File: src/logic/issue_pkg.sv
`default_nettype none

package issue_pkg;

  localparam int DATA_W = 32;
  localparam int TAG_W  = 5;
  localparam int IMM_W  = 12;

  // Selects the station a micro-op is routed to
  typedef enum logic {
    FU_ALU = 1'b0,
    FU_LS  = 1'b1
  } fu_kind_t;

  typedef enum logic [3:0] {
    OP_ADD  = 4'd0,
    OP_SUB  = 4'd1,
    OP_AND  = 4'd2,
    OP_ORR  = 4'd3,
    OP_EOR  = 4'd4,
    OP_ADDS = 4'd5,
    OP_SUBS = 4'd6,
    OP_LDUR = 4'd7,
    OP_STUR = 4'd8
  } fu_op_t;

  typedef struct packed {
    logic n;
    logic z;
    logic c;
    logic v;
  } nzcv_t;

  // Either a value (valid) or the ROB tag still awaited
  typedef struct packed {
    logic              valid;
    logic [TAG_W-1:0]  tag;
    logic [DATA_W-1:0] value;
  } operand_t;

  typedef struct packed {
    fu_kind_t         kind;
    fu_op_t           op;
    operand_t         a;
    operand_t         b;
    logic [IMM_W-1:0] imm;
    logic [TAG_W-1:0] dst;
  } dispatch_t;

  typedef struct packed {
    fu_op_t            op;
    logic [DATA_W-1:0] val_a;
    logic [DATA_W-1:0] val_b;
    logic [IMM_W-1:0]  imm;
    logic [TAG_W-1:0]  dst;
  } issue_t;

  typedef struct packed {
    logic [TAG_W-1:0]  tag;
    logic [DATA_W-1:0] value;
    logic              set_nzcv;
    nzcv_t             nzcv;
  } cdb_t;

endpackage

`default_nettype wire

File: src/logic/rs_station.sv
`timescale 1ns/1ps
`default_nettype none

module rs_station
  import issue_pkg::*;
#(
  parameter int       RS_DEPTH = 4,
  parameter fu_kind_t FU_KIND  = FU_ALU
) (
  input  wire logic      in_clk,
  input  wire logic      in_rst_n,
  input  wire logic      dispatch_valid,
  input  wire dispatch_t dispatch,
  input  wire logic      cdb_valid,
  input  wire cdb_t      cdb,
  input  wire logic      fu_ready,
  output logic           full,
  output logic           issue_start,
  output issue_t         issue
);

  localparam int IDX_W = (RS_DEPTH > 1) ? $clog2(RS_DEPTH) : 1;

  // Age counts the valid entries that are older than this one
  typedef struct packed {
    fu_op_t           op;
    operand_t         a;
    operand_t         b;
    logic [IMM_W-1:0] imm;
    logic [TAG_W-1:0] dst;
    logic [IDX_W-1:0] age;
  } entry_t;

  logic [RS_DEPTH-1:0] busy;
  entry_t              ent [RS_DEPTH];

  logic [RS_DEPTH-1:0] ready_vec;
  logic                found;
  logic [IDX_W-1:0]    sel;
  logic [IDX_W-1:0]    best_age;
  logic [IDX_W-1:0]    free_idx;
  logic [IDX_W-1:0]    stay_cnt;
  logic                insert;

  // Picks up a value broadcast on the CDB for an operand still waiting on it
  function automatic operand_t capture(operand_t op, logic bc_valid, cdb_t bc);
    operand_t res;
    res = op;
    if (!op.valid && bc_valid && (bc.tag == op.tag)) begin
      res.valid = 1'b1;
      res.value = bc.value;
    end
    return res;
  endfunction

  assign full   = &busy;
  assign insert = dispatch_valid && (dispatch.kind == FU_KIND) && !full;

  always_comb begin
    for (int i = 0; i < RS_DEPTH; i++) begin
      ready_vec[i] = busy[i] & ent[i].a.valid & ent[i].b.valid;
    end
  end

  // Oldest ready entry
  always_comb begin
    found    = 1'b0;
    sel      = '0;
    best_age = '0;
    for (int i = 0; i < RS_DEPTH; i++) begin
      if (ready_vec[i] && (!found || (ent[i].age < best_age))) begin
        found    = 1'b1;
        sel      = IDX_W'(i);
        best_age = ent[i].age;
      end
    end
  end

  // Lowest free slot, only meaningful while not full
  always_comb begin
    free_idx = '0;
    for (int i = RS_DEPTH - 1; i >= 0; i--) begin
      if (!busy[i]) begin
        free_idx = IDX_W'(i);
      end
    end
  end

  assign issue_start = fu_ready & found;

  always_comb begin
    issue.op    = ent[sel].op;
    issue.val_a = ent[sel].a.value;
    issue.val_b = ent[sel].b.value;
    issue.imm   = ent[sel].imm;
    issue.dst   = ent[sel].dst;
  end

  // Entries that survive this cycle are all older than the new one
  always_comb begin
    stay_cnt = '0;
    for (int i = 0; i < RS_DEPTH; i++) begin
      if (busy[i] && !(issue_start && (sel == IDX_W'(i)))) begin
        stay_cnt = stay_cnt + IDX_W'(1);
      end
    end
  end

  always_ff @(posedge in_clk or negedge in_rst_n) begin
    if (!in_rst_n) begin
      busy <= '0;
    end else begin
      if (issue_start) begin
        busy[sel] <= 1'b0;
      end
      if (insert) begin
        busy[free_idx] <= 1'b1;
      end
    end
  end

  always_ff @(posedge in_clk) begin
    for (int i = 0; i < RS_DEPTH; i++) begin
      // CDB wakeup
      ent[i].a <= capture(ent[i].a, cdb_valid, cdb);
      ent[i].b <= capture(ent[i].b, cdb_valid, cdb);
      if (issue_start && busy[i] && (ent[i].age > best_age)) begin
        ent[i].age <= ent[i].age - IDX_W'(1);
      end
    end
    if (insert) begin
      ent[free_idx].op  <= dispatch.op;
      ent[free_idx].a   <= capture(dispatch.a, cdb_valid, cdb);
      ent[free_idx].b   <= capture(dispatch.b, cdb_valid, cdb);
      ent[free_idx].imm <= dispatch.imm;
      ent[free_idx].dst <= dispatch.dst;
      ent[free_idx].age <= stay_cnt;
    end
  end

  // Producer has to respect the full flag, dispatch never stalls
  a_no_dispatch_when_full: assert property (@(posedge in_clk) disable iff (!in_rst_n)
    (dispatch_valid && (dispatch.kind == FU_KIND)) |-> !full);

  // Unit has to hold its slot for at least the cycle after a start
  a_issue_into_free_unit: assert property (@(posedge in_clk) disable iff (!in_rst_n)
    issue_start |-> fu_ready ##1 !fu_ready);

endmodule

`default_nettype wire

File: src/logic/alu_unit.sv
`timescale 1ns/1ps
`default_nettype none

module alu_unit
  import issue_pkg::*;
(
  input  wire logic   in_clk,
  input  wire logic   in_rst_n,
  input  wire logic   start,
  input  wire issue_t issue,
  input  wire logic   result_taken,
  output logic        fu_ready,
  output logic        result_valid,
  output cdb_t        result
);

  logic [DATA_W:0]   add_full;
  logic [DATA_W:0]   sub_full;
  logic              add_ovf;
  logic              sub_ovf;
  cdb_t              next_result;

  // Extra bit holds the unsigned carry-out
  assign add_full = {1'b0, issue.val_a} + {1'b0, issue.val_b};
  assign sub_full = {1'b0, issue.val_a} + {1'b0, ~issue.val_b} + {{DATA_W{1'b0}}, 1'b1};

  assign add_ovf = (issue.val_a[DATA_W-1] == issue.val_b[DATA_W-1]) &&
                   (add_full[DATA_W-1] != issue.val_a[DATA_W-1]);
  assign sub_ovf = (issue.val_a[DATA_W-1] != issue.val_b[DATA_W-1]) &&
                   (sub_full[DATA_W-1] != issue.val_a[DATA_W-1]);

  always_comb begin
    next_result.tag      = issue.dst;
    next_result.set_nzcv = 1'b0;
    next_result.nzcv     = '0;
    case (issue.op)
      OP_ADD, OP_ADDS: next_result.value = add_full[DATA_W-1:0];
      OP_SUB, OP_SUBS: next_result.value = sub_full[DATA_W-1:0];
      OP_AND:          next_result.value = issue.val_a & issue.val_b;
      OP_ORR:          next_result.value = issue.val_a | issue.val_b;
      OP_EOR:          next_result.value = issue.val_a ^ issue.val_b;
      default:         next_result.value = '0;
    endcase
    // Flag-setting forms only
    if ((issue.op == OP_ADDS) || (issue.op == OP_SUBS)) begin
      next_result.set_nzcv = 1'b1;
      next_result.nzcv.n   = next_result.value[DATA_W-1];
      next_result.nzcv.z   = (next_result.value == '0);
      next_result.nzcv.c   = (issue.op == OP_ADDS) ? add_full[DATA_W] : sub_full[DATA_W];
      next_result.nzcv.v   = (issue.op == OP_ADDS) ? add_ovf : sub_ovf;
    end
  end

  // One-deep result slot
  always_ff @(posedge in_clk or negedge in_rst_n) begin
    if (!in_rst_n) begin
      result_valid <= 1'b0;
    end else if (start) begin
      result_valid <= 1'b1;
    end else if (result_taken) begin
      result_valid <= 1'b0;
    end
  end

  always_ff @(posedge in_clk) begin
    if (start) begin
      result <= next_result;
    end
  end

  assign fu_ready = ~result_valid;

  a_no_start_when_held: assert property (@(posedge in_clk) disable iff (!in_rst_n)
    start |-> !result_valid);

endmodule

`default_nettype wire

File: src/logic/ls_unit.sv
`timescale 1ns/1ps
`default_nettype none

module ls_unit
  import issue_pkg::*;
#(
  parameter int MEM_WORDS = 64
) (
  input  wire logic   in_clk,
  input  wire logic   in_rst_n,
  input  wire logic   start,
  input  wire issue_t issue,
  input  wire logic   result_taken,
  output logic        fu_ready,
  output logic        result_valid,
  output cdb_t        result
);

  localparam int ADDR_W = (MEM_WORDS > 1) ? $clog2(MEM_WORDS) : 1;

  logic [DATA_W-1:0]    mem [MEM_WORDS];
  // Words never stored to read as zero
  logic [MEM_WORDS-1:0] written;
  logic [DATA_W-1:0]    eff_addr;
  logic [ADDR_W-1:0]    word_idx;
  logic [DATA_W-1:0]    load_data;

  // Offset is sign-extended before the add
  assign eff_addr  = issue.val_a + {{(DATA_W-IMM_W){issue.imm[IMM_W-1]}}, issue.imm};
  assign word_idx  = ADDR_W'(eff_addr % MEM_WORDS);
  assign load_data = written[word_idx] ? mem[word_idx] : '0;

  always_ff @(posedge in_clk or negedge in_rst_n) begin
    if (!in_rst_n) begin
      result_valid <= 1'b0;
      written      <= '0;
    end else begin
      if (start) begin
        result_valid <= 1'b1;
      end else if (result_taken) begin
        result_valid <= 1'b0;
      end
      if (start && (issue.op == OP_STUR)) begin
        written[word_idx] <= 1'b1;
      end
    end
  end

  always_ff @(posedge in_clk) begin
    if (start) begin
      if (issue.op == OP_STUR) begin
        mem[word_idx] <= issue.val_b;
      end
      result.tag      <= issue.dst;
      // Stores still complete their tag, with value zero
      result.value    <= (issue.op == OP_LDUR) ? load_data : '0;
      result.set_nzcv <= 1'b0;
      result.nzcv     <= '0;
    end
  end

  assign fu_ready = ~result_valid;

  // Routing by kind in the station must keep ALU ops out
  a_only_mem_ops: assert property (@(posedge in_clk) disable iff (!in_rst_n)
    start |-> (issue.op inside {OP_LDUR, OP_STUR}));

endmodule

`default_nettype wire

File: src/logic/cdb_arbiter.sv
`timescale 1ns/1ps
`default_nettype none

module cdb_arbiter
  import issue_pkg::*;
(
  input  wire logic in_clk,
  input  wire logic in_rst_n,
  input  wire logic alu_valid,
  input  wire cdb_t alu_result,
  input  wire logic ls_valid,
  input  wire cdb_t ls_result,
  output logic      alu_taken,
  output logic      ls_taken,
  output logic      cdb_valid,
  output cdb_t      cdb
);

  // ALU wins when both slots are full
  assign alu_taken = alu_valid;
  assign ls_taken  = ls_valid & ~alu_valid;

  always_ff @(posedge in_clk or negedge in_rst_n) begin
    if (!in_rst_n) begin
      cdb_valid <= 1'b0;
    end else begin
      cdb_valid <= alu_taken | ls_taken;
    end
  end

  always_ff @(posedge in_clk) begin
    if (alu_taken) begin
      cdb <= alu_result;
    end else if (ls_taken) begin
      cdb <= ls_result;
    end
  end

  // A grant to the ALU excludes the LS unit and empties the ALU slot
  a_one_grant: assert property (@(posedge in_clk) disable iff (!in_rst_n)
    alu_taken |-> !ls_taken ##1 !alu_valid);

  // A losing LS result must wait unchanged in its slot
  a_ls_held_while_blocked: assert property (@(posedge in_clk) disable iff (!in_rst_n)
    (ls_valid && !ls_taken) |=> (ls_valid && $stable(ls_result)));

endmodule

`default_nettype wire

File: src/logic/issue_core.sv
`timescale 1ns/1ps
`default_nettype none

module issue_core
  import issue_pkg::*;
#(
  parameter int ALU_RS_DEPTH = 4,
  parameter int LS_RS_DEPTH  = 4,
  parameter int MEM_WORDS    = 64
) (
  input  wire logic      in_clk,
  input  wire logic      in_rst_n,
  input  wire logic      dispatch_valid,
  input  wire dispatch_t dispatch,
  output logic           alu_rs_full,
  output logic           ls_rs_full,
  output logic           cdb_valid,
  output cdb_t           cdb
);

  logic   alu_start;
  logic   ls_start;
  issue_t alu_issue;
  issue_t ls_issue;
  logic   alu_ready;
  logic   ls_ready;
  logic   alu_res_valid;
  logic   ls_res_valid;
  cdb_t   alu_res;
  cdb_t   ls_res;
  logic   alu_taken;
  logic   ls_taken;

  // Both stations see every dispatch and every broadcast
  rs_station #(.RS_DEPTH(ALU_RS_DEPTH), .FU_KIND(FU_ALU)) alu_rs (
    .in_clk, .in_rst_n, .dispatch_valid, .dispatch, .cdb_valid, .cdb,
    .fu_ready(alu_ready), .full(alu_rs_full), .issue_start(alu_start), .issue(alu_issue)
  );

  rs_station #(.RS_DEPTH(LS_RS_DEPTH), .FU_KIND(FU_LS)) ls_rs (
    .in_clk, .in_rst_n, .dispatch_valid, .dispatch, .cdb_valid, .cdb,
    .fu_ready(ls_ready), .full(ls_rs_full), .issue_start(ls_start), .issue(ls_issue)
  );

  alu_unit u_alu (
    .in_clk, .in_rst_n, .start(alu_start), .issue(alu_issue), .result_taken(alu_taken),
    .fu_ready(alu_ready), .result_valid(alu_res_valid), .result(alu_res)
  );

  ls_unit #(.MEM_WORDS(MEM_WORDS)) u_ls (
    .in_clk, .in_rst_n, .start(ls_start), .issue(ls_issue), .result_taken(ls_taken),
    .fu_ready(ls_ready), .result_valid(ls_res_valid), .result(ls_res)
  );

  cdb_arbiter u_arb (
    .in_clk, .in_rst_n,
    .alu_valid(alu_res_valid), .alu_result(alu_res),
    .ls_valid(ls_res_valid), .ls_result(ls_res),
    .alu_taken, .ls_taken, .cdb_valid, .cdb
  );

endmodule

`default_nettype wire

File: config.mk
export PLATFORM = sky130hd
export DESIGN_NAME = issue_core
export DESIGN_NICKNAME = d
export VERILOG_FILES = /design/src/logic/issue_pkg.sv /design/src/logic/rs_station.sv /design/src/logic/alu_unit.sv /design/src/logic/ls_unit.sv /design/src/logic/cdb_arbiter.sv /design/src/logic/issue_core.sv
export SDC_FILE = /design/constraint.sdc
export NUM_CORES = 2
export LEC_CHECK = 0
export CORE_AREA = 5 5 525 527
export CTS_CLUSTER_SIZE = 12
export DETAILED_ROUTE_END_ITERATION = 12
export DIE_AREA = 0 0 530 532
export DONT_BUFFER_PORTS = 1
export GPL_TIMING_DRIVEN = 0
export PLACE_DENSITY_LB_ADDON = 0.12
export SYNTH_ARGS = -nofsm -noshare
export SYNTH_HDL_FRONTEND = slang
export SYNTH_SLANG_ARGS = --single-unit
export TNS_END_PERCENT = 5
File: constraint.sdc
create_clock -name in_clk -period 13.89 [get_ports in_clk]
set_clock_uncertainty 0.2 [all_clocks]
set_input_delay 2.778 -clock in_clk [delete_from_list [all_inputs] [get_ports in_clk]]
set_output_delay 2.778 -clock in_clk [all_outputs]
set_load 0.05 [all_outputs]
; Word-level counts from Yosys, hierarchy flattened
; Memories as Yosys holds them, arrays and structs flattened. A register that Yosys moved wholly into a read port is not among the register bits.
; Index checks and enable logic that the tools add are counted.
[word_totals]
register_bits = 164
mem_bits_rw = 2840
output_inout_bits = 45
elab_cells = 405
mem_count = 3
[mem_list]
columns = name, words, width, read_ports, rd_ports_with_merged_regs, write_ports, line
row1 = u_ls.mem, 64, 32, 1, 1, 1, ls_unit.sv:21  ; logic [DATA_W-1:0] mem [MEM_WORDS];
row2 = alu_rs.ent, 4, 99, 5, 0, 5, rs_station.sv:35  ; entry_t ent [RS_DEPTH];
row3 = ls_rs.ent, 4, 99, 5, 0, 5, rs_station.sv:35
[op_classes]
n_addsub = 18
order_cmp = 24
eq_ne = 36
mux = 130
bitwise = 34
reduce_logical = 139
[ops]
columns = operator, count
row1 = 2-to-1 mux 32 bit, 22
row2 = case mux 32 bit (5 select lines), 1
row3 = equality test 5 bit, 18
row4 = logical AND 1 bit, 86
row5 = 2-to-1 mux 42 bit, 2
row6 = 2-to-1 mux 1 bit, 68
row7 = adder 32 x 32 -> 33 bit, 2
row8 = bitwise OR 64 bit, 1
row9 = 2-to-1 mux 2 bit, 26
row10 = logical NOT 1 bit, 35
row11 = "adder 33 x 1 -> 33 bit, second input constant", 1
row12 = bitwise AND 32 bit, 1
row13 = logical NOT 32 bit, 1
row14 = NOT 32 bit, 1
row15 = bitwise OR 32 bit, 1
row16 = XOR 32 bit, 1
row17 = bitwise AND 1 bit, 19
row18 = "equality test 4 x 3 -> 1 bit, second input constant", 4
row19 = > comparator 2 bit, 8
row20 = 2-to-1 mux 4 bit, 4
row21 = "subtractor 2 x 1 -> 2 bit, second input constant", 8
row22 = less-than comparator 2 bit, 6
row23 = "less-than comparator 2 x 3 -> 1 bit, second input constant", 4
row24 = "adder 2 x 1 -> 2 bit, second input constant", 4
row25 = other kinds (28), 57

; Depth between registers and ports, before layout
; An unclocked memory read counts as a cell.
[depth]
depth_word = 27
ltp_mapped = 41
depth_no_buf = 34

; Modules after synthesis
; From an unflattened synthesis, not the netlist that was laid out.
[unflattened]
hier_cells = 8395
area_unflattened_um2 = 130219.9
[by_module_without_submodules]
columns = module, instances, cells_each, area_each_um2, seq_area_each_um2
row1 = ls_unit, 1, 4679, 83020.9, 64236.6
row2 = rs_station (ls_rs), 1, 1327, 18930.7, 11911.4
row3 = rs_station (alu_rs), 1, 1329, 18913.1, 11911.4
row4 = alu_unit, 1, 967, 7342.0, 1286.2
row5 = cdb_arbiter, 1, 93, 2013.2, 1286.2

; Worst setup path after synthesis
; Ideal clock, no wire load.
[synth_path]
path_kind = register -> register
start = register ls_rs.busy[0]
end = memory u_ls.mem[1][0] (enable)
arrival_ns = 9.661
required_time_ns = 13.268
path_slack_ns = 3.606
path_stages_with_launch = 35
path_buffers = 12
synth_period_minus_slack_ns = 10.284
cell_sequence = dfrtp_1 -> and3_1 -> nand2_1 -> ha_1 -> a21oi_1 -> o21ai_1 -> nor2_1 -> a31oi_1 -> ha_1 -> a21boi_0 -> o21ai_0 -> and4_1 -> clkbuf_1 -> clkbuf_1 -> clkbuf_1 -> mux2_2 -> ha_1 -> nor2_1 -> o21bai_1 -> o41a_1 -> clkbuf_1 -> clkbuf_1 -> clkbuf_1 -> buf_1 -> a21oi_1 -> a221o_1 -> ha_1 -> clkbuf_1 -> buf_1 -> clkbuf_1 -> clkbuf_1 -> clkbuf_1 -> and4_1 -> nand2_1 -> nor2_1
[synth_via]
elab_chain_len = 20
word_cells_on_any_way = 31
cone_classes = add/sub: 1 / order compare: 3 / eq/ne: 1 / mux: 13 / bitwise: 3 / reduce/logical: 9 / memory: 1
[synth_rtl]
columns = item, line
row1 = start: declaration, rs_station.sv:34  ; logic [RS_DEPTH-1:0] busy;
row2 = start signal: assignment, rs_station.sv:111  ; busy <= '0;
row3 = start signal: indexed assignment, rs_station.sv:114  ; busy[sel] <= 1'b0;
row4 = start signal: indexed assignment, rs_station.sv:117  ; busy[free_idx] <= 1'b1;
row5 = bitwise AND 1 bit * (2 in series), rs_station.sv:61  ; ready_vec[i] = busy[i] & ent[i].a.valid & ent[i].b.valid;
row6 = 2-to-1 mux 2 bit or 2-to-1 mux 1 bit (tied branches), rs_station.sv:71  ; if (ready_vec[i] && (!found || (ent[i].age < best_age))) begin
row7 = less-than comparator 2 bit or logical NOT 1 bit (tied branches), rs_station.sv:71
row8 = logical OR 1 bit, rs_station.sv:71
row9 = logical AND 1 bit, rs_station.sv:71
row10 = 2-to-1 mux 2 bit or 2-to-1 mux 1 bit (tied branches), rs_station.sv:71
row11 = less-than comparator 2 bit or logical NOT 1 bit (tied branches), rs_station.sv:71
row12 = logical OR 1 bit, rs_station.sv:71
row13 = [3 not listed], n/a
row14 = logical OR 1 bit, rs_station.sv:71
row15 = logical AND 1 bit, rs_station.sv:71
row16 = 2-to-1 mux 2 bit, rs_station.sv:71
row17 = memory (4 x 99 bit), n/a
row18 = equality test 4 bit, ls_unit.sv:51  ; if (issue.op == OP_STUR) begin
row19 = 2-to-1 mux 1 bit, ls_unit.sv:51
row20 = 2-to-1 mux 1 bit, ls_unit.sv:50  ; if (start) begin
row21 = 2-to-1 mux 1 bit (implied by the code), ls_unit.sv:52  ; mem[word_idx] <= issue.val_b;
row22 = end: declaration, ls_unit.sv:21
; Every way passes the cells marked *; elsewhere a longest branch is shown, timed or not.

; Worst setup path after layout
[layout_path]
start = register ls_rs.busy[0]
end = register u_ls.result[23] (netlist name)
[layout_via]
elab_chain_len = 21
word_cells_on_any_way = 32
cone_classes = add/sub: 1 / order compare: 3 / eq/ne: 1 / mux: 12 / bitwise: 3 / reduce/logical: 11 / memory: 1
[layout_rtl]
columns = item, line
row1 = bitwise AND 1 bit * (2 in series), rs_station.sv:61
row2 = 2-to-1 mux 2 bit or 2-to-1 mux 1 bit (tied branches), rs_station.sv:71
row3 = less-than comparator 2 bit or logical NOT 1 bit (tied branches), rs_station.sv:71
row4 = logical OR 1 bit, rs_station.sv:71
row5 = logical AND 1 bit, rs_station.sv:71
row6 = 2-to-1 mux 2 bit or 2-to-1 mux 1 bit (tied branches), rs_station.sv:71
row7 = less-than comparator 2 bit or logical NOT 1 bit (tied branches), rs_station.sv:71
row8 = logical OR 1 bit, rs_station.sv:71
row9 = [4 not listed], n/a
row10 = logical AND 1 bit, rs_station.sv:71
row11 = 2-to-1 mux 2 bit, rs_station.sv:71
row12 = memory (4 x 99 bit), n/a
row13 = adder 6 bit, ls_unit.sv:29  ; assign eff_addr = issue.val_a + {{(DATA_W-IMM_W){issue.imm[IMM_W-1]}}, issue.imm};
row14 = binary-select mux 1 bit (select 6 bit), ls_unit.sv:31  ; assign load_data = written[word_idx] ? mem[word_idx] : '0;
row15 = 2-to-1 mux 1 bit (implied by the code), ls_unit.sv:31
row16 = AND reduction 2 bit (no line), n/a
row17 = logical NOT 1 bit (no line), n/a
; Every way passes the cells marked *; elsewhere a longest branch is shown, timed or not. The select of a mux whose other input is x is not followed.
; A chain may end at the register's enable or synchronous reset.

==> results.cfg <==
[outcome]
run_status = complete, but fails checks
failing_checks = capacitance limit, slew limit

[min_path]
hold_path_class = reg2reg
hold_critical_path_endpoint = u_ls.written[15]
worst_hold_path.num_cells = 1
hold_path.startpoint = u_ls.written[15]

[synth]
syn_nets = 8024
post_synth_num_cell_types = 97
synth_top_family_by_area = multiplexers
synth_compound_area_frac = 0.0770
avg_synthesized_cell_area_sq_um = 15.5
netlist_instances = 7788
asyncSetResetFlopFracSynth = 0.0262
post_synth_and_or_nand_nor_area_fraction = 0.0438
synth_xor_area_frac = 0.00768
synth_flop_cell = sky130_fd_sc_hd__edfxtp_1
synth_adder_area_share = 0.0142
syn_area_sq_mm = 0.121
synth_edf_count = 2769
postSynthRegisterBits = 2860
synth-seq-area-share = 0.706
yosysWarnings = 0
synthMuxAreaShare = 0.131

[worst_setup_path]
cpMostUsedCell = sky130_fd_sc_hd__clkbuf_1
timing.setup.critical_path_class = reg2reg
end_kind = flip-flop
worst_path_max_delay_cell = sky130_fd_sc_hd__a311oi_1
timing.rr.start = ls_rs.busy[0]
worstPathArrival_ns = 14.00
worst-endpoint-required_ns = 14.24
reg2reg_to = u_ls.result[23]
reg2regPathDepth = 37
delay_of_the_slowest_cell_on_the_worst_path_ns = 1.06
critical_path_peak_fanout = 10
worst-r2r-setup-slack_ns = 0.24
launching_element_type_of_the_critical_path = flip-flop

[grt]
number_of_global_route_vias_before_repair = 74200
grt.total_usage = 0.317
maximum_number_of_pins_on_one_net_before_global_route_repair = 76
grt_remaining_overflow = 0
antenna_found_initial = 21
grt_pass1_wl_microns = 619000

[timing]
max_slew_margin = -0.0824
whs_ns = 0.268
rsz0062_at_grt = false
final-hold-violation-count = 0
worst_pin_slew_ns = 1.62
maxSlewViolCount = 44
upper_clock_frequency_limit_mhz = 73.3
setup_viol_count_final = 0
finalWorstPathRequiredPeriod_ns = 13.65
period_share = 0.982

[job]
number_of_maximum_capacitance_violations = 4

[routing]
drtAntennaViolNets = 0
pre_antenna_drt_iters = 8
route.vias.total = 77400
initialDrtViolationCount = 10400
detail_route.wl_per_cell_microns = 38.1
vias_per_cell = 6.40
dr_drc_count = 0
drt_wl_total_microns = 460000

[place]
detailed_place_hpwl_microns = 321000
port_buffers = 0
place.gp.congestion = 0.938

[floorplanning]
die_w_microns = 530
core-area_sq_mm = 0.270
dieArea_sq_mm = 0.282
design.portCount = 146
initial_core_util = 0.448
vert_die_dim_microns = 532
core.rowCount = 191

[cells_and_area]
nNetsFinal = 8512
most-common-layout-cells = sky130_fd_sc_hd__edfxtp_1, sky130_fd_sc_hd__mux2i_1, sky130_fd_sc_hd__o22ai_1
fill_cell_total_of_the_finished_layout = 22400
mostFrequentLayoutCell = sky130_fd_sc_hd__edfxtp_1
final-seq-area_sq_mm = 0.0853
multi_input_area_sq_mm = 0.0341
layout-drive-gt1-share = 0.172
syn2layout_area_growth_pct = 15.6

[clock_network]
clk_path_buf_depth = 4
htree_levels = 5
tritoncts_num_sinks = 2860
cts.clk_slew.worst_paths_ns = 0.06
clockRootBuffer = sky130_fd_sc_hd__clkbuf_16
tritoncts_clock_tree = built
cts_buffers = 312
clock_latency_of_the_later_clocked_register_in_the_worst_skew_pair_ns = 0.93
-- worst max path at each step --
| stage | end | from | depth (start not counted) |
|---|---|---|---|
| 3_3_place_gp | u_ls.written[55] | ls_rs.busy[0] | 35 |
| 2_1_floorplan | u_ls.mem[1][0] | ls_rs.busy[0] | 34 |
| 4_1_cts | u_ls.result[32] | ls_rs.busy[0] | 39 |
| 6_report | u_ls.result[23] | ls_rs.busy[0] | 37 |
| 3_5_place_dp | u_ls.result[35] | ls_rs.busy[0] | 36 |
| 5_1_grt | u_alu.result[2] | alu_rs.busy[0] | 40 |
-- flip-flops by register name, indices dropped and copies added (netlist names) --
signal	cells
u_arb.cdb_valid	1
ls_rs.busy	4
u_alu.result_valid	1
ls_rs.ent	268
u_ls.result	37
u_arb.cdb	42
alu_rs.ent	348
u_ls.result_valid	1
u_ls.mem	2048
u_alu.result	42
alu_rs.busy	4
u_ls.written	64
-- critical path, delay by kind of cell (launching register included) --
family / cells / cell delay, ns
mux: 2 / 0.58
buf+inv: 12 / 6.29
fa+ha+maj: 4 / 1.17
simple gates: 8 / 1.18
compound gates: 11 / 3.36
flops: 1 / 0.46
-- routing by layer --
| layer | vias up | wire [microns] | GRT usage |
|---|---|---|---|
| met1 | 39900 | 175000 | 0.416 |
| met4 | 4 | 29200 | 0.166 |
| met2 | 4773 | 210000 | 0.498 |
| met3 | 1066 | 46700 | 0.0655 |
| met5 | - | 34 | 0 |
| li1 | 31700 | - | - |
-- stage by stage --
step / instance area, sq um / std cells / setup TNS [ns] / utilization / setup slack (ns)
after floorplan: 121000 / 7788 / 0 / - / 3.61
after global placement: 125000 / 11400 / -9145.24 / 0.464 / -5.33
after detailed placement: 130000 / 11500 / -2783.10 / 0.480 / -2.54
after CTS: 140000 / 12100 / -2.09 / 0.517 / -0.229
after global routing: 140000 / 12100 / 0 / 0.517 / 0.00152
final: 140000 / 12100 / 0 / 0.517 / 0.245
-- cell usage after synthesis (19+ instances only) --
library cell,n,area share
sky130_fd_sc_hd__edfxtp_1,2769,0.69
sky130_fd_sc_hd__mux2i_1,1073,0.089
sky130_fd_sc_hd__o22ai_1,540,0.028
sky130_fd_sc_hd__mux2_2,448,0.042
sky130_fd_sc_hd__clkbuf_1,311,0.0097
sky130_fd_sc_hd__nor2_1,302,0.0094
sky130_fd_sc_hd__nand2_1,287,0.0089
sky130_fd_sc_hd__nor3_1,247,0.010
sky130_fd_sc_hd__a21oi_1,220,0.0091
sky130_fd_sc_hd__o21ai_0,193,0.0080
sky130_fd_sc_hd__buf_1,159,0.0049
sky130_fd_sc_hd__inv_1,152,0.0047
sky130_fd_sc_hd__ha_1,132,0.014
sky130_fd_sc_hd__dfrtp_1,75,0.016
sky130_fd_sc_hd__or2_2,72,0.0037
sky130_fd_sc_hd__xnor2_1,70,0.0051
sky130_fd_sc_hd__a221o_1,52,0.0043
sky130_fd_sc_hd__o211ai_1,50,0.0031
sky130_fd_sc_hd__or3_1,50,0.0026
sky130_fd_sc_hd__o221a_2,45,0.0042
sky130_fd_sc_hd__xor2_1,36,0.0026
sky130_fd_sc_hd__o311ai_0,35,0.0025
sky130_fd_sc_hd__nand3_1,31,0.0013
sky130_fd_sc_hd__a31oi_1,29,0.0015
sky130_fd_sc_hd__a211oi_1,24,0.0015
sky130_fd_sc_hd__a21o_1,20,0.0012
sky130_fd_sc_hd__nand2b_1,19,0.00098
-- timing repair --
item	in CTS	in global routing
resized for setup	171	54
pin swaps	2	4
hold buffers	0	0
buffers inserted	1	0
endpoints found under the setup margin	2145	804
-- cell type report --
cell class                      count  area share
Multi-Input combinational cell   4283       0.244
Antenna cell                       22    0.000394
Sequential cell                  2860       0.611
Buffer                            489      0.0170
Clock inverter                    130     0.00786
Clock buffer                      417      0.0603
Timing Repair Buffer              176      0.0239
Tap cell                         3570      0.0320
Inverter                          154     0.00414
-- logic make-up (layout without fill, tap and decap cells) --
family / after synthesis / count (layout)
buffers and inverters: 645 / 1366
DFF: 2860 / 2860
AOI/OAI and AO/OA: 1395 / 1395
muxes: 1525 / 1525
xor gates and xnor gates: 106 / 106
and+or+nand+nor: 1122 / 1122
adders and majority gates: 135 / 135
other: 0 / 22
Power is not shown: default switching activity piles up to over one toggle a cycle in this logic, so the estimate is an artifact.
